<file path="config.mk">
export PLATFORM = sky130hd
export DESIGN_NAME = control_fsm
export DESIGN_NICKNAME = d
export VERILOG_FILES = /design/src/hdl/tinker_core_pkg.sv /design/src/hdl/tinker_isa_pkg.sv /design/src/hdl/control_fsm.sv
export SDC_FILE = /design/constraint.sdc
export NUM_CORES = 1
export LEC_CHECK = 0
export BUFFER_PORTS_ARGS = -buffer_cell sky130_fd_sc_hd__buf_2
export CORE_AREA = 8 8 365 367
export DETAILED_ROUTE_END_ITERATION = 10
export DIE_AREA = 0 0 373 375
export PLACE_DENSITY = 0.43
export SKIP_LAST_GASP = 1
export SLEW_MARGIN = 20
export SYNTH_ARGS = -nofsm -noshare
export SYNTH_HDL_FRONTEND = slang
export SYNTH_SLANG_ARGS = --single-unit
</file>
<file path="constraint.sdc">
create_clock -name clk -period 17 [get_ports clk]
set_clock_uncertainty 0.05 [all_clocks]
set_input_delay 3.4 -clock clk [delete_from_list [all_inputs] [get_ports clk]]
set_output_delay 3.4 -clock clk [all_outputs]
set_load 0.02 [all_outputs]
</file>
<file path="src/hdl/tinker_core_pkg.sv">
package tinker_core_pkg;

    // 64 bit data path
    typedef logic [63:0] word_t;

    // byte address on the memory port
    typedef logic [31:0] addr_t;

    // register index, 32 entries
    typedef logic [4:0] reg_idx_t;

    localparam int num_regs = 32;

    // one state per cycle of an instruction
    typedef enum logic [2:0] {
        st_fetch     = 3'd0,
        st_decode    = 3'd1,
        st_execute   = 3'd2,
        st_mem       = 3'd3,
        st_writeback = 3'd4
    } state_t;

endpackage

</file>
<file path="src/hdl/tinker_isa_pkg.sv">
package tinker_isa_pkg;

    // raw instruction and its opcode field
    typedef logic [31:0] instr_t;
    typedef logic [4:0]  opcode_t;
    typedef logic [11:0] literal_t;

    // field positions inside the instruction word
    localparam int op_msb  = 31;
    localparam int op_lsb  = 27;
    localparam int rd_msb  = 26;
    localparam int rd_lsb  = 22;
    localparam int rs_msb  = 21;
    localparam int rs_lsb  = 17;
    localparam int rt_msb  = 16;
    localparam int rt_lsb  = 12;
    localparam int lit_msb = 11;
    localparam int lit_lsb = 0;

    // sign bits added in front of the 12 bit literal
    localparam int lit_ext_width = 52;

    // integer arithmetic
    localparam opcode_t op_add      = 5'b11000;
    localparam opcode_t op_addi     = 5'b11001;
    localparam opcode_t op_sub      = 5'b11010;
    localparam opcode_t op_subi     = 5'b11011;
    localparam opcode_t op_mul      = 5'b11100;
    // logic and shifts
    localparam opcode_t op_and      = 5'b00000;
    localparam opcode_t op_or       = 5'b00001;
    localparam opcode_t op_xor      = 5'b00010;
    localparam opcode_t op_not      = 5'b00011;
    localparam opcode_t op_shftr    = 5'b00100;
    localparam opcode_t op_shftri   = 5'b00101;
    localparam opcode_t op_shftl    = 5'b00110;
    localparam opcode_t op_shftli   = 5'b00111;
    // data movement
    localparam opcode_t op_load     = 5'b10000;
    localparam opcode_t op_mov      = 5'b10001;
    localparam opcode_t op_mov_l    = 5'b10010;
    localparam opcode_t op_store    = 5'b10011;
    // control
    localparam opcode_t op_jump     = 5'b01000;
    localparam opcode_t op_jump_rel = 5'b01001;
    localparam opcode_t op_jump_rel2 = 5'b01010;
    localparam opcode_t op_brnz     = 5'b01011;
    localparam opcode_t op_brgt     = 5'b01110;
    localparam opcode_t op_halt     = 5'b01111;

endpackage

</file>
<file path="src/hdl/control_fsm.sv">
`timescale 1ns/10ps

module control_fsm import tinker_core_pkg::*; import tinker_isa_pkg::*; #(
    parameter word_t reset_pc = 64'h0000_0000_0000_2000
) (
    input  logic     clk,
    input  logic     reset,
    input  word_t    mem_rdata,
    output addr_t    mem_addr,
    output word_t    mem_wdata,
    output logic     mem_we,
    output instr_t   instr,
    input  word_t    rs_val,
    input  word_t    rt_val,
    input  word_t    rd_val,
    output word_t    ex_rs_val,
    output word_t    ex_rt_val,
    output word_t    ex_rd_val,
    output word_t    pc,
    input  opcode_t  opcode,
    input  logic     writes_reg,
    input  reg_idx_t rd,
    input  word_t    result,
    input  word_t    store_data,
    input  word_t    branch_target,
    input  addr_t    mem_addr_calc,
    input  logic     take_branch,
    output logic     reg_we,
    output reg_idx_t reg_waddr,
    output word_t    reg_wdata,
    output logic     hlt,
    output state_t   state
);
    // execute results held for mem and writeback
    word_t result_q;
    word_t store_data_q;
    word_t target_q;
    addr_t mem_addr_q;
    logic  take_branch_q;
    word_t load_data_q;

    // sequencer, pc and halt flag
    always_ff @(posedge clk or posedge reset) begin
        if (reset) begin
            state <= st_fetch;
            pc    <= reset_pc;
            hlt   <= 1'b0;
        end else if (!hlt) begin
            case (state)
                st_fetch:   state <= st_decode;
                // halt stops here and the state freezes
                st_decode: begin
                    if (opcode == op_halt) begin
                        hlt <= 1'b1;
                    end else begin
                        state <= st_execute;
                    end
                end
                st_execute: state <= st_mem;
                st_mem:     state <= st_writeback;
                st_writeback: begin
                    state <= st_fetch;
                    pc    <= take_branch_q ? target_q : pc + 64'd4;
                end
                default:    state <= st_fetch;
            endcase
        end
    end

    // stage registers
    always_ff @(posedge clk) begin
        if (state == st_fetch) begin
            instr <= mem_rdata[31:0];
        end
        if (state == st_decode) begin
            ex_rs_val <= rs_val;
            ex_rt_val <= rt_val;
            ex_rd_val <= rd_val;
        end
        if (state == st_execute) begin
            result_q      <= result;
            store_data_q  <= store_data;
            target_q      <= branch_target;
            mem_addr_q    <= mem_addr_calc;
            take_branch_q <= take_branch;
        end
        if (state == st_mem) begin
            load_data_q <= mem_rdata;
        end
    end

    // pc in fetch, data address in mem
    assign mem_addr  = (state == st_mem) ? mem_addr_q : pc[31:0];
    assign mem_wdata = store_data_q;
    assign mem_we    = (state == st_mem) && (opcode == op_store);

    // writeback picks load data or the alu result
    assign reg_we    = (state == st_writeback) && writes_reg;
    assign reg_waddr = rd;
    assign reg_wdata = (opcode == op_load) ? load_data_q : result_q;

endmodule

</file>
==> results.toml, run 1 <==
[critical_path]
critPathRequiredTime_ns = 13.55
cp.depth = 7
cpLargestDelayFamily = "simple AND/OR/NAND/NOR gates"
cpMostUsedCell = "buf_2"
cpPeakStageDelay_ns = 0.49
reg2regPathDepth = 5
path_class = "input port to primary output"
end_kind = "primary output"
cp_slowest_cell = "or3_2"
critPathBufInv = 3
worst_setup_path_start_kind = "input port"
critPathMaxFanout = 64
crit_path_cell_trace = "buf_2, nor2_1, nand2_1, or3_2, buf_4, mux2_2, buf_2"
crit_arrival_ns = 5.34

[pwr]
p_per_area_mw_per_mm2 = 186
vdd_drop_max_v = 0.000125
p_sw_share_pct = 38.6
power.static_leakage_nw = 12.0
switching_power_mw = 2.18
internal_power_mw = 3.46
post-layout-total-power_mw = 5.64
p_clk_share_pct = 28.5
p_seq_share_pct = 42.2
combPwrFrac_pct = 29.4

[sta]
tns_ns = 0
tightest_slew_ns = 1.18
fin_crit_sh_pct = 51.7
rsz0062_at_grt = "no"
fmax_ghz = 0.114
slew_viol_final = 0
hold_violations = 0
timing.hold.ws_ns = 0.428
finalCriticalPeriod_ns = 8.79
slew_headroom_pct = 21.1
setup_viol = 0

[finish]
areaGrowthSynthToFinish_pct = 43.7
fin_util_pct = 23.9
fill_cells = 13516
layout-drive-gt1-share_pct = 50.3
nets = 2739
finalInstanceArea_mm2 = 0.0304

[flow_run]
cap_violations = 0

[yosys]
synth_seq_cells = 581
synthArstFlopShare_pct = 11.7
syn_nets = 1761
yosysWarnings = 0
ys_types = 65
synth_cells = 1266
syn_avg_cell_area_um2 = 16.7
ys.flop_type = "edfxtp_1"
synth_edf_count = 513
syn_area_mm2 = 0.0212
seq_area_frac_synth_pct = 80.9

[clock_network]
cts.sinks = 581
clk_latency_ns = 0.65
cts_setup_buffers = 0
cts_tree = "done"
root_buffer = "clkbuf_16"
h-tree-depth = 3
path_clk_slew_ns = 0.06
postCtsHoldBufs = 0
cts-buffers-inserted = 75
cts_buffer_depth = 3
ctsResizeCount = 0

[floorplan]
fp.coreArea_mm2 = 0.127
ios = 953
start_util_pct = 16.7
die_y_um = 375
rows = 131
die_area_mm2 = 0.140
die-width_um = 373

[placed_design]
place_area_mm2 = 0.0279
port-buffer-count = 942
gp_congestion = 0.924
hpwl_um = 94200

[min_path]
hold_path_class = "register to register"
worst_hold_path.num_cells = 1

[global_route]
grt-ovfl-total = 0
track_usage_pct = 15.9
grt_pass1_vias = 16183
grt_pass1_wl_um = 151000
grt_max_degree = 163
antenna_found_initial = 112

[detailed_routing]
drtPass1Iterations = 6
drc = 0
drtIter0Drc = 1314
ant_nets = 0
wl_per_cell_um = 29.4
drt_wl_total_um = 117000
via_per_inst = 3.98
vias = 15926

[status]
status = "complete, no violations"
## placed cells by master (no fill, tap or decap), drive strengths merged, types with 5 or more instances in the layout
cell type  count
a22oi          5
a31oi          5
nand2        151
or3           10
nor3          37
nand3         35
a21oi         55
diode         30
mux2          66
and3          16
nor4          15
nand4         23
nor2          49
clkbuf        98
inv           19
o21ai         51
bufinv         6
a211oi         8
dfrtp         67
edfxtp       513
o22ai          9
and4          10
mux2i          5
buf          961
o2bb2ai        6
clkinv        25
## flip-flops by register name, summed over array words and instances, names as in the netlist
| name | flops |
|---|---|
| ex_rs_val | 64 |
| mem_addr_q | 32 |
| result_q | 64 |
| take_branch_q | 1 |
| hlt | 1 |
| pc | 64 |
| load_data_q | 64 |
| target_q | 64 |
| ex_rt_val | 64 |
| instr | 32 |
| ex_rd_val | 64 |
| mem_wdata | 64 |
| state | 3 |
## area by class of cell
cell class	instances	area [µm²]	area share, %
inverters	14	56.3	0.185
clock buffers	98	1990	6.56
well taps	1662	2080	6.84
repair buffers	961	4870	16.0
multi-input cells	611	3770	12.4
diodes	30	75.1	0.247
flip-flops and latches	581	17100	56.3
clock inverters	40	453	1.49
## worst paths after layout
check                             from             to  slack [ns]
max                          opcode[3]  reg_wdata[44]        8.21
min                        target_q[1]          pc[1]        0.43
max reg2reg                   state[1]   result_q[47]       13.38
min reg2reg                target_q[1]          pc[1]        0.43
max in group asynchronous        reset         pc[47]       12.94
min in group asynchronous        reset       state[0]        2.84
## power groups by stage
stage / sequential [mW] / combinational, mW / clock (mW)
5_1_grt: 2.43 / 1.79 / 1.72
6_report: 2.38 / 1.66 / 1.61
4_1_cts: 2.39 / 1.71 / 1.67
3_5_place_dp: 2.41 / 1.70 / 0
3_3_place_gp: 2.41 / 1.70 / 0
2_1_floorplan: 2.82 / 0.579 / 0
## cell usage after synthesis (all sizes together) (3+ instances only)
cell type / n / area (µm²)
or3: 10 / 62.6
edfxtp: 513 / 15400
a21o: 4 / 30.0
and3: 16 / 100
a21oi: 55 / 275
nor2b: 3 / 18.8
nor3: 37 / 190
a211oi: 8 / 60.1
dfrtp: 67 / 1680
nor2: 49 / 186
a22oi: 5 / 37.5
and4: 10 / 87.6
nor4: 15 / 158
a31oi: 5 / 31.3
o22ai: 9 / 56.3
mux2i: 5 / 50.1
and2: 4 / 25.0
o22a: 3 / 27.5
inv: 12 / 45.0
nor4b: 3 / 26.3
a221oi: 3 / 26.3
nand2: 151 / 567
o21ai: 51 / 255
buf: 14 / 78.8
nand4: 23 / 186
o2bb2ai: 6 / 52.6
o211ai: 3 / 22.5
nand3: 35 / 193
clkbuf: 46 / 173
mux2: 66 / 743
## metrics by stage
step | instances | worst slack (ns)
finish | 3997 | 8.21
global route | 3976 | 8.14
CTS | 3967 | 8.25
detailed placement | 3829 | 8.26
global placement | 3829 | 8.30
floorplan | 1266 | 0.0199
## routing by layer
| layer | GRT usage, % | wire length [µm] | part of all wire, % |
|---|---|---|---|
| met3 | 8.45 | 14400 | 12 |
| met5 | 0 | 57 | 0.049 |
| met4 | 4.33 | 3820 | 3.3 |
| met1 | 17.3 | 42200 | 36 |
| met2 | 27.1 | 56800 | 48 |
## worst register-to-register path: cells and delay by family, from the launching register on
family / cells / cell delay (ns)
buf+inv: 4 / 2.46
flops: 1 / 0.42
simple gates: 1 / 0.27
## kinds of logic after synthesis
| kind of cell | count (synthesis) | share of synthesized area, % |
|---|---|---|
| AND/OR/NAND/NOR | 363 | 8.78 |
| flip-flops | 581 | 80.9 |
| adder cells (fa/ha/maj) | 1 | 0.0591 |
| AO/OA/AOI/OAI | 176 | 5.12 |
| multiplexers | 71 | 3.75 |
| buffers and inverters | 74 | 1.44 |
Power figures use the tool's default switching activity.
==> run 2, diff against run 1 <==
Settings changed: ABC_AREA set to 1, PLACE_DENSITY 0.43 to 0.44.
Clock period 17 ns to 7.5 ns, I/O delays scaled along.
==> results.toml, run 2 <==
[yosys]
synth_cells = 1628
synth_simple_gate_area_share_pct = 12.2
ys_types = 40
syn_avg_cell_area_um2 = 13.8
synth_xor_xnor_area_share_pct = 0.0391
yosysWarnings = 0
synth_top_area_cell = "edfxtp_1"
synth_fa_ha_area_share_pct = 0.0558
synth_top_area_share_pct = 68.7
ys.flop_type = "edfxtp_1"
syn_nets = 2123
synth_seq_cells = 581
synthMuxAreaShare_pct = 4.22
yosysMostFrequentCell = "edfxtp_1"
synth_edf_count = 513
synth_top_family_by_area = "simple AND/OR/NAND/NOR gates"
synthArstFlopShare_pct = 11.7
synthTopCellsByArea = "edfxtp_1, dfrtp_1, nand2_1"
yosys-top-cells-count = "edfxtp_1, nand2_1, nor2_1"
syn_area_mm2 = 0.0224
synth_compound_area_share_pct = 3.34
seq_area_frac_synth_pct = 76.3

[critical_path]
rr_startpoint = "state[2]"
critPathRequiredTime_ns = 5.95
reg2regPathDepth = 4
reg2reg_to = "target_q[37]"
crit_arrival_ns = 3.51
path_class = "input port to primary output"
worst_setup_path_start_kind = "input port"
end_kind = "primary output"
critPathMaxFanout = 36
rrSetupSlack_ns = 4.54

[pwr]
p_per_area_mw_per_mm2 = 235
vdd_drop_max_v = 0.000186
power.static_leakage_nw = 13.5

[clock_network]
postCtsHoldBufs = 0
ctsResizeCount = 0
cts_tree = "done"
cts-buffers-inserted = 74
clk_latency_ns = 0.65
cts_setup_buffers = 0
path_clk_slew_ns = 0.06
root_buffer = "clkbuf_16"
cts.sinks = 581
cts_buffer_depth = 3
h-tree-depth = 3

[floorplan]
start_util_pct = 17.6
fp.coreArea_mm2 = 0.127
rows = 131
ios = 953
die_area_mm2 = 0.140
die_y_um = 375
die-width_um = 373

[global_route]
track_usage_pct = 16.2
grt-ovfl-total = 0
grt_max_degree = 139
grt_pass1_wl_um = 156000
grt_pass1_vias = 17599
antenna_found_initial = 132

[sta]
hold_violations = 0
timing.hold.ws_ns = 0.415
slew_viol_final = 0
tns_ns = 0
rsz0062_at_grt = "no"
fmax_ghz = 0.198
setup_viol = 0
finalWorstSetupSlack_ns = 2.44
slew_headroom_pct = 33.6
fin_crit_sh_pct = 67.5
tightest_slew_ns = 0.996
finalCriticalPeriod_ns = 5.06

[detailed_routing]
ant_nets = 0
drtIter0Drc = 1139
drc = 0
vias = 17147
via_per_inst = 3.94
drt_wl_total_um = 118000
wl_per_cell_um = 27.0
drtPass1Iterations = 5

[placed_design]
gp_congestion = 0.885
place_ws_ns = 2.42
port-buffer-count = 942
hpwl_um = 96400

[min_path]
min-delay-start = "target_q[0]"
worst_hold_path.num_cells = 2
whs_endpoint = "pc[0]"
hold_path_class = "register to register"

[status]
status = "complete, no violations"

[finish]
areaGrowthSynthToFinish_pct = 40.3
nets = 3109
final_common_cell = "buf_2"
fill_cells = 13644
layout-drive-gt1-share_pct = 43.8
fin_util_pct = 24.8
final_cell_mix = "buf_2, edfxtp_1, nand2_1"

[flow_run]
cap_violations = 0
-- run 2: layout make-up --
cell class	count	area (µm²)	area share (%)
multi-input combinational	858	4500	14.3
antenna	23	57.6	0.183
inverter	142	537	1.71
tap	1662	2080	6.61
clock buffer	103	2020	6.42
sequential	581	17100	54.4
timing repair buffer	957	4860	15.5
clock inverter	30	289	0.919
-- run 2: layer usage --
layer  track usage [%]  part of all wire (%)  up-vias
met5                 0                  0.12        -
met4              3.66                   2.9       22
met3              8.48                    11      313
met2              29.1                    50      973
met1              16.6                    36     8176
li1                  -                     -     7663
-- run 2: worst max-delay path by stage --
stage	startpoint	endpoint	slack, ns	cells after the start
after global routing	opcode[3]	reg_wdata[0]	2.33	7
after detailed placement	opcode[3]	reg_wdata[0]	2.42	7
after global placement	opcode[3]	reg_wdata[0]	2.46	7
after floorplan	state[2]	mem_addr_q[0]	0.27	2
final	opcode[3]	reg_wdata[0]	2.44	7
after CTS	opcode[3]	reg_wdata[0]	2.40	7
-- run 2: cell families after synthesis --
logic type | Yosys count
compound gates | 138
simple gates | 654
buf+inv | 189
xor+xnor | 1
fa+ha+maj | 1
mux | 64
flops | 581
-- run 2: stage by stage --
stage | power [mW] | instance area, µm² | instances
final | 7.39 | 31500 | 4356
after global routing | 7.67 | 31400 | 4340
after CTS | 7.56 | 31400 | 4333
after detailed placement | 3.99 | 29100 | 4200
after global placement | 3.99 | 29100 | 4200
after floorplan | 3.79 | 22400 | 1628
-- run 2: worst max-delay path: stages --
cell     delay, ns
buf_2         0.09
nor2_1        0.04
nand2_1       0.07
or3_4         0.52
buf_4         0.67
mux2_2        0.41
buf_2         0.16
-- run 2: power by group --
group	leakage (nW)	internal (mW)	switching (mW)	total, mW
Clock	1.11	2.03	1.45	3.47
Combinational	6.45	0.149	0.153	0.302
Sequential	5.91	3.59	0.0296	3.62
