===== config.mk =====
export PLATFORM = sky130hd
export DESIGN_NAME = instr_decoder
export DESIGN_NICKNAME = d
export VERILOG_FILES = /design/src/hdl/tinker_core_pkg.sv /design/src/hdl/tinker_isa_pkg.sv /design/src/hdl/instr_decoder.sv
export SDC_FILE = /design/constraint.sdc
export NUM_CORES = 1
export LEC_CHECK = 0
export ABC_AREA = 0
export BUFFER_PORTS_ARGS = -buffer_cell sky130_fd_sc_hd__buf_2
export CORE_MARGIN = 2
export CORE_UTILIZATION = 25
export DETAILED_ROUTE_END_ITERATION = 7
export PLACE_DENSITY = 0.77
export SLEW_MARGIN = 40
export SYNTH_ARGS = -nofsm -noshare
export SYNTH_HDL_FRONTEND = slang
export SYNTH_SLANG_ARGS = --single-unit

===== constraint.sdc =====
create_clock -name vclk -period 0.8
set_clock_uncertainty 0.2 [all_clocks]
set_input_delay 0.08 -clock vclk [all_inputs]
set_output_delay 0.08 -clock vclk [all_outputs]
set_load 0.02 [all_outputs]

===== src/hdl/tinker_core_pkg.sv =====
package tinker_core_pkg;

    // 64 bit data path
    typedef logic [63:0] word_t;

    // byte address on the memory port
    typedef logic [31:0] addr_t;

    // register index, 32 entries
    typedef logic [4:0] reg_idx_t;

    localparam int num_regs = 32;

    // one state per cycle of an instruction
    typedef enum logic [2:0] {
        st_fetch     = 3'd0,
        st_decode    = 3'd1,
        st_execute   = 3'd2,
        st_mem       = 3'd3,
        st_writeback = 3'd4
    } state_t;

endpackage


===== src/hdl/tinker_isa_pkg.sv =====
package tinker_isa_pkg;

    // raw instruction and its opcode field
    typedef logic [31:0] instr_t;
    typedef logic [4:0]  opcode_t;
    typedef logic [11:0] literal_t;

    // field positions inside the instruction word
    localparam int op_msb  = 31;
    localparam int op_lsb  = 27;
    localparam int rd_msb  = 26;
    localparam int rd_lsb  = 22;
    localparam int rs_msb  = 21;
    localparam int rs_lsb  = 17;
    localparam int rt_msb  = 16;
    localparam int rt_lsb  = 12;
    localparam int lit_msb = 11;
    localparam int lit_lsb = 0;

    // sign bits added in front of the 12 bit literal
    localparam int lit_ext_width = 52;

    // integer arithmetic
    localparam opcode_t op_add      = 5'b11000;
    localparam opcode_t op_addi     = 5'b11001;
    localparam opcode_t op_sub      = 5'b11010;
    localparam opcode_t op_subi     = 5'b11011;
    localparam opcode_t op_mul      = 5'b11100;
    // logic and shifts
    localparam opcode_t op_and      = 5'b00000;
    localparam opcode_t op_or       = 5'b00001;
    localparam opcode_t op_xor      = 5'b00010;
    localparam opcode_t op_not      = 5'b00011;
    localparam opcode_t op_shftr    = 5'b00100;
    localparam opcode_t op_shftri   = 5'b00101;
    localparam opcode_t op_shftl    = 5'b00110;
    localparam opcode_t op_shftli   = 5'b00111;
    // data movement
    localparam opcode_t op_load     = 5'b10000;
    localparam opcode_t op_mov      = 5'b10001;
    localparam opcode_t op_mov_l    = 5'b10010;
    localparam opcode_t op_store    = 5'b10011;
    // control
    localparam opcode_t op_jump     = 5'b01000;
    localparam opcode_t op_jump_rel = 5'b01001;
    localparam opcode_t op_jump_rel2 = 5'b01010;
    localparam opcode_t op_brnz     = 5'b01011;
    localparam opcode_t op_brgt     = 5'b01110;
    localparam opcode_t op_halt     = 5'b01111;

endpackage


===== src/hdl/instr_decoder.sv =====
`timescale 1ns/10ps

module instr_decoder import tinker_isa_pkg::*; import tinker_core_pkg::*; (
    input  instr_t   instr,
    output opcode_t  opcode,
    output reg_idx_t rd,
    output reg_idx_t rs,
    output reg_idx_t rt,
    output word_t    literal,
    output logic     immediate_form,
    output logic     writes_reg
);
    literal_t lit_field;

    // plain field split
    assign opcode    = instr[op_msb:op_lsb];
    assign rd        = instr[rd_msb:rd_lsb];
    assign rs        = instr[rs_msb:rs_lsb];
    assign rt        = instr[rt_msb:rt_lsb];
    assign lit_field = instr[lit_msb:lit_lsb];

    // sign extension to the full word
    assign literal = {{lit_ext_width{lit_field[11]}}, lit_field};

    // forms that take the literal instead of rt
    always_comb begin
        case (opcode)
            op_addi, op_subi, op_shftri, op_shftli,
            op_mov_l, op_jump_rel2, op_load, op_store: immediate_form = 1'b1;
            default:                                   immediate_form = 1'b0;
        endcase
    end

    // ops that update rd in writeback
    always_comb begin
        case (opcode)
            op_add, op_addi, op_sub, op_subi, op_mul,
            op_and, op_or, op_xor, op_not,
            op_shftr, op_shftri, op_shftl, op_shftli,
            op_mov, op_mov_l, op_load: writes_reg = 1'b1;
            default:                   writes_reg = 1'b0;
        endcase
    end

endmodule


==> results of run 1 <==
## how the worst max path moves through the flow
| stage | depth (start not counted) | endpoint | start |
|---|---|---|---|
| after floorplan | 3 | immediate_form | instr[30] |
| after global placement | 5 | immediate_form | instr[27] |
| after detailed placement | 5 | immediate_form | instr[27] |
| after CTS | 5 | immediate_form | instr[30] |
| after global routing | 5 | immediate_form | instr[31] |
| final | 5 | immediate_form | instr[31] |
## power by group
group          internal (mW)  switching, mW  total, mW
Combinational         0.0800         0.0762      0.156
Clock                      0              0          0
Sequential                 0              0          0
Total                 0.0800         0.0762      0.156
## layout make-up
cell class / count / area, µm² / share of cell area (%)
Timing Repair Buffer: 15 / 124 / 45.4
Multi-Input combinational cell: 13 / 110 / 40.4
Tap cell: 31 / 38.8 / 14.2
## critical path, delay by kind of cell
family                 cells  cell delay (ps)
and+or+nand+nor            1              290
buffers and inverters      2              240
AOI/OAI and AO/OA          2              140
## logic make-up (layout without fill, tap and decap cells)
group | Yosys count | after routing | share of synthesized area, %
buf+inv | 84 | 15 | 89.2
compound gates | 6 | 6 | 4.42
simple gates | 7 | 7 | 6.37
## Yosys cell counts
cell type,count
buf_4,84
a21oi_1,2
nand2b_1,2
o21ai_0,2
a31oi_1,1
nand3_1,1
nor2_1,1
nor2b_1,1
nor3b_1,1
nor4bb_1,1
o21ai_1,1
## metrics by stage
stage	power, mW	std cells	cell area (µm²)	setup slack (ps)	util (%)
2_1_floorplan	0.654	97	719	6.98	-
3_3_place_gp	0.117	59	210	-275	7.76
3_5_place_dp	0.118	59	210	-284	7.76
4_1_cts	0.140	59	244	-196	9.00
5_1_grt	0.168	59	273	-284	10.1
6_report	0.156	59	273	-219	10.1
## per-layer routing
metal	global-route usage (%)	part of all wire (%)	up-vias
met5	0	0	-
met4	0.664	0	0
met3	4.08	31	0
met2	6.40	51	50
met1	2.06	17	82
li1	-	-	82
## timing repair
item,CTS,global route
hold endpoints to repair,79,79
pin swaps,2,2
gates cloned,0,0
gates resized for setup,10,6
endpoints found under the setup margin,2,2
==> results_dict.tcl, run 1 <==
set metrics [dict create \
    outcome "finished with violations" \
    violations "negative hold slack, negative setup slack" \
    io_pins 118 \
    synthToLayoutAreaGrowth_pct -61.4 \
    regArea_um2 0 \
    wire_per_inst_um 12.8 \
    yosys_warnings 0 \
    finalCritPeriodShare_pct 127 \
    rsz0062_at_grt "true" \
    drtAntennaViolNets 0 \
    synth_top_cell_by_area "buf_4" \
    hold_violations 79 \
    io_buffers 12 \
    arrival_ps 740 \
    grt_pass1_vias 176 \
    nClkBuffers 0 \
    irDropWorstVdd_uv 171 \
    final.fill_count 317 \
    vias 214 \
    mostFrequentLayoutCell "buf_2" \
    dp_hpwl_um 492 \
    max_freq_ghz 0.981 \
    syn_inst 97 \
    hp-class "in2out" \
    yosys-top-cells-area "buf_4 (89%), nand2b_1 (1.8%), a21oi_1 (1.4%)" \
    layout.nets 62 \
    synth_nets 129 \
    grt_max_degree 54 \
    antenna_found_initial 0 \
    start_util_pct 26.1 \
    die_x_um 57.2 \
    cp_slowest_cell "nor4bb_4" \
    grt_overflow 0 \
    coreArea_mm2 0.00271 \
    place.gp.congestion 0.700 \
    critPathMaxFanout 4 \
    max-cap-violations 0 \
    dieArea_mm2 0.00327 \
    slowest_delay_ps 290 \
    drt_iter0_markers 12 \
    synth-seq-area-share_pct 0 \
    start_kind "input port" \
    slew_violations 0 \
    finalWorstSetupSlack_ps -219 \
    synth_top_area_share_pct 89.2 \
    path_class "in2out" \
    grt_usage_pct 3.45 \
    tightestPinTransition_ps 221 \
    syn_area_um2 707 \
    drc_errors 0 \
    leakage_nw 0.113 \
    powerDensity_mw_per_mm2 573 \
    layout_common_cells "buf_2 (6), buf_4 (4), buf_6 (3)" \
    holdCritStartpoint "instr[2]" \
    period_needed_ps 1020 \
    grt_pass1_wl_um 945 \
    fin_setup_tns_ps -385 \
    slew_headroom_pct 85.3 \
    fp-row-count 19 \
    die_h_um 57.2 \
    drive_gt1_share_pct 71.4 \
    worstPathCellList "buf_8, nor4bb_4, a31oi_2, o21ai_2, buf_6" \
    min_to "literal[2]" \
    crit_path_end_kind "primary output" \
    worstHoldPathCells 0 \
    routed_wl_um 756 \
    synth_area_per_cell_um2 7.29 \
    synth.distinct_cells 11 \
    critical_path_required_ps 520 \
    num_antenna_cells 0 \
    setup_violations 2 \
    via_per_inst 3.63 \
    dr.pass1.iters 2 \
    whs_ps -40.0 \
    postCtsSetupRepairBufs 0 \
    nFlopsAndLatches 0 \
]
(Power assumes the default switching activity.)
==> run 2, diff against run 1 <==
--- a/config.mk
+++ b/config.mk
@@ -6,10 +6,11 @@
 export NUM_CORES = 1
 export LEC_CHECK = 0
 export ABC_AREA = 0
-export BUFFER_PORTS_ARGS = -buffer_cell sky130_fd_sc_hd__buf_2
+export BUFFER_PORTS_ARGS = -buffer_cell sky130_fd_sc_hd__buf_4
 export CORE_MARGIN = 2
 export CORE_UTILIZATION = 25
 export DETAILED_ROUTE_END_ITERATION = 7
+export GPL_TIMING_DRIVEN = 0
 export PLACE_DENSITY = 0.77
 export SLEW_MARGIN = 40
 export SYNTH_ARGS = -nofsm -noshare
==> results_dict.tcl, run 2 (synthesis results as in run 1) <==
set metrics [dict create \
    path_delay_family "compound AO/OA/AOI/OAI gates" \
    nClkBuffers 0 \
    crit_buf_inv 2 \
    arrival_ps 740 \
    grt_usage_pct 9.80 \
    grt_pass1_vias 650 \
    start_kind "input port" \
    io_buffers 91 \
    start_util_pct 26.1 \
    mostFrequentLayoutCell "buf_4" \
    nFlopsAndLatches 0 \
    dpl-instance-area_mm2 0.00144 \
    routed_wl_um 1980 \
    synthToLayoutAreaGrowth_pct 116 \
    violations "negative setup slack" \
    slowest_delay_ps 190 \
    layout.nets 223 \
    num_antenna_cells 0 \
    holdCritStartpoint "instr[14]" \
    irDropWorstVdd_uv 451 \
    fp-row-count 19 \
    cts_hold_buf 0 \
    crit_path_end_kind "primary output" \
    die_h_um 57.2 \
    max_freq_ghz 0.977 \
    wire_per_inst_um 9.00 \
    crit_start "instr[29]" \
    worstPathCellList "buf_8, nor4bb_4, a31oi_1, o21ai_2, buf_6" \
    coreArea_mm2 0.00271 \
    path_class "in2out" \
    antenna_found_initial 0 \
    io_pins 118 \
    critical_path_depth 5 \
    setup_violations 2 \
    final.fill_count 261 \
    grt_pass1_wl_um 2750 \
    whs_ps 157 \
    rsz0062_at_grt "true" \
    grt_overflow 0 \
    finalWorstSetupSlack_ps -223 \
    crit_end "immediate_form" \
    critPathMaxFanout 6 \
    finalCritPeriodShare_pct 128 \
    dr.pass1.iters 4 \
    drt_iter0_markers 4 \
    tightestPinTransition_ps 193 \
    drive_gt1_share_pct 95.8 \
    slew_headroom_pct 87.1 \
    vias 795 \
    slew_violations 0 \
    dp_hpwl_um 1620 \
    cp_slowest_cell "a31oi_1" \
    critical_path_required_ps 520 \
    dieArea_mm2 0.00327 \
    hold_violations 0 \
    via_per_inst 3.61 \
    grt_max_degree 54 \
    drtAntennaViolNets 0 \
    powerDensity_mw_per_mm2 705 \
    place.gp.congestion 0.691 \
    die_x_um 57.2 \
    outcome "finished with violations" \
    hp-class "in2out" \
    max-cap-violations 0 \
    fin_total_pwr_mw 1.07 \
    design_area_mm2 0.00153 \
    layout_common_cells "buf_4 (166), buf_6 (6), buf_8 (3)" \
    pre_cts_slack_ps -266 \
    regArea_um2 0 \
    leakage_nw 0.902 \
    drc_errors 0 \
    period_needed_ps 1020 \
]
==> run 2: cell count changes in the layout (fill, tap and decap cells not counted) <==
| cell | before | now |
|---|---|---|
| buf_4 | 4 | 166 |
| buf_2 | 6 | 0 |
| buf_6 | 3 | 6 |
| a21oi_1 | 2 | 1 |
| a21oi_2 | 0 | 1 |
| a31oi_1 | 0 | 1 |
| a31oi_2 | 1 | 0 |
| buf_12 | 0 | 1 |
| buf_8 | 2 | 3 |
==> run 2: worst min path at each step <==
stage,to,slack [ps],cells past startpoint
after floorplan,writes_reg,40,1
after global placement,literal[8],160,2
after detailed placement,literal[1],160,2
after CTS,literal[1],160,2
after global routing,rt[4],160,2
final,rt[2],160,2
==> run 2: area by class of cell <==
cell class	instances	area, µm²	area share (%)
repair buffers	92	744	48.8
plain buffers	84	634	41.6
multi-input cells	13	108	7.05
well taps	31	38.8	2.54
==> run 2: layer usage <==
| layer | vias up | wire length [µm] | global-route usage [%] |
|---|---|---|---|
| met1 | 328 | 592 | 10.3 |
| met4 | 0 | 0 | 0 |
| met3 | 0 | 380 | 6.12 |
| li1 | 403 | - | - |
| met5 | - | 0 | 0 |
| met2 | 64 | 1010 | 17.7 |
==> run 2: where the power goes <==
group / switching, mW / leakage (nW) / internal [mW]
Combinational: 0.472 / 0.902 / 0.603
Sequential: 0 / 0 / 0
Clock: 0 / 0 / 0
==> run 2: through the flow <==
stage,util [%],setup TNS (ps),cells
2_1_floorplan,-,0,97
3_3_place_gp,53.2,-412,219
3_5_place_dp,53.2,-446,219
4_1_cts,55.1,-355,220
5_1_grt,56.3,-408,220
6_report,56.3,-313,220
==> run 2: timing repair <==
| action | in CTS | in global routing |
|---|---|---|
| gates resized for setup | 13 | 6 |
| pin swaps | 4 | 3 |
| endpoints found under the setup margin | 2 | 3 |
| setup buffers | 1 | 0 |
| cloned | 0 | 0 |
==> run 3, diff against run 2 <==
--- a/config.mk
+++ b/config.mk
@@ -11,7 +11,7 @@
 export CORE_UTILIZATION = 25
 export DETAILED_ROUTE_END_ITERATION = 7
 export GPL_TIMING_DRIVEN = 0
-export PLACE_DENSITY = 0.77
+export PLACE_DENSITY = 0.74
 export SLEW_MARGIN = 40
 export SYNTH_ARGS = -nofsm -noshare
 export SYNTH_HDL_FRONTEND = slang
==> constraint.sdc (replaced) <==
create_clock -name vclk -period 1.2
set_clock_uncertainty 0.2 [all_clocks]
set_input_delay 0.12 -clock vclk [all_inputs]
set_output_delay 0.12 -clock vclk [all_outputs]
set_load 0.02 [all_outputs]
==> results_dict.tcl, run 3 (synthesis results as in run 1) <==
set metrics [dict create \
    layout_common_cells "buf_4 (175), a21oi_1 (2), nand2b_1 (2), o21ai_0 (2)" \
    tightestPinTransition_ps 265 \
    routed_wl_um 1980 \
    synthToLayoutAreaGrowth_pct 102 \
    critPathMaxFanout 6 \
    regArea_um2 0 \
    swShare_pct 45.0 \
    grt_pass1_vias 622 \
    dp_hpwl_um 1680 \
    intPower_uw 375 \
    vias 773 \
    dpl-instance-area_mm2 0.00143 \
    die_x_um 57.2 \
    ctsResizeCount 0 \
    grt_overflow 0 \
    start_util_pct 26.1 \
    design_area_mm2 0.00143 \
    hold_violations 0 \
    cts_hold_buf 0 \
    rsz0062_at_grt "false" \
    powerDensity_mw_per_mm2 477 \
    io_pins 118 \
    worstPathCellList "buf_4, nor4bb_1, a31oi_1, o21ai_1, buf_4" \
    slew_headroom_pct 82.1 \
    irDropWorstVdd_uv 276 \
    nFlopsAndLatches 0 \
    period_needed_ps 1180 \
    cp_slowest_cell "nor4bb_1" \
    power.share.clock_pct 0 \
    max_freq_ghz 0.849 \
    dr.pass1.iters 4 \
    fin_setup_tns_ps 0 \
    grt_pass1_wl_um 2630 \
    path_common_cell "buf_4" \
    drtAntennaViolNets 0 \
    coreArea_mm2 0.00271 \
    p_comb_share_pct 100.0 \
    layout.nets 222 \
    max-cap-violations 0 \
    io_buffers 91 \
    fp-row-count 19 \
    crit_buf_inv 2 \
    finalWorstSetupSlack_ps 22.4 \
    grt_usage_pct 9.57 \
    arrival_ps 860 \
    mostFrequentLayoutCell "buf_4" \
    slowest_delay_ps 300 \
    leakage_nw 0.864 \
    path_class "in2out" \
    power.share.sequential_pct 0 \
    wire_per_inst_um 9.02 \
    drt_iter0_markers 7 \
    grt_max_degree 54 \
    finalCritPeriodShare_pct 98.1 \
    num_antenna_cells 0 \
    switchingPower_uw 306 \
    setup_violations 0 \
    die_h_um 57.2 \
    min_to "rt[0]" \
    path_delay_family "simple AND/OR/NAND/NOR gates" \
    antenna_found_initial 0 \
    postCtsSetupRepairBufs 0 \
    slew_violations 0 \
    place.gp.congestion 0.722 \
    crit_path_end_kind "primary output" \
    drc_errors 0 \
    holdCritStartpoint "instr[12]" \
    nClkBuffers 0 \
    via_per_inst 3.53 \
    hp-class "in2out" \
    pre_cts_slack_ps 66.0 \
    critical_path_depth 5 \
    dieArea_mm2 0.00327 \
    worstHoldPathCells 2 \
    final.fill_count 272 \
    start_kind "input port" \
    drive_gt1_share_pct 93.1 \
    critical_path_required_ps 880 \
    outcome "finished clean" \
]
## run 3: changes by cell type in the layout (fill, tap and decap cells not counted), moves of 2 or more
cell     previous run  this run
o21ai_0             0         2
o21ai_2             2         0
buf_4             166       175
buf_8               3         0
buf_6               6         0
## run 3: power groups by stage
stage          registers [mW]  clock network (mW)  logic, mW
4_1_cts                     0                   0      0.689
3_3_place_gp                0                   0      0.681
6_report                    0                   0      0.681
2_1_floorplan               0                   0      0.431
5_1_grt                     0                   0      0.716
3_5_place_dp                0                   0      0.687
## run 3: area by class of cell
type	count	area, µm²	area share, %
well taps	31	38.8	2.71
repair buffers	91	683	47.8
multi-input cells	13	76.3	5.34
plain buffers	84	631	44.1
## run 3: worst max-delay path by stage
stage	slack (ps)	startpoint	to
after floorplan	110	instr[28]	writes_reg
after global placement	80	instr[30]	immediate_form
after detailed placement	70	instr[30]	immediate_form
after CTS	70	instr[30]	immediate_form
after global routing	2	instr[30]	immediate_form
final	20	instr[30]	immediate_form
## run 3: layer usage
metal  wire (µm)  global-route usage [%]  up-vias
li1            -                       -      401
met4           0                       0        0
met2         974                    17.6       61
met1         638                    10.2      311
met3         362                    5.44        0
met5           0                       0        -
## run 3: through the flow
stage                     cells  power [mW]  hold WS, ps  util, %
after floorplan              97       0.431          153        -
after global placement      219       0.681          237     52.7
after detailed placement    219       0.687          237     52.7
after CTS                   219       0.689          237     52.7
after global routing        219       0.716          240     52.7
final                       219       0.681          236     52.7
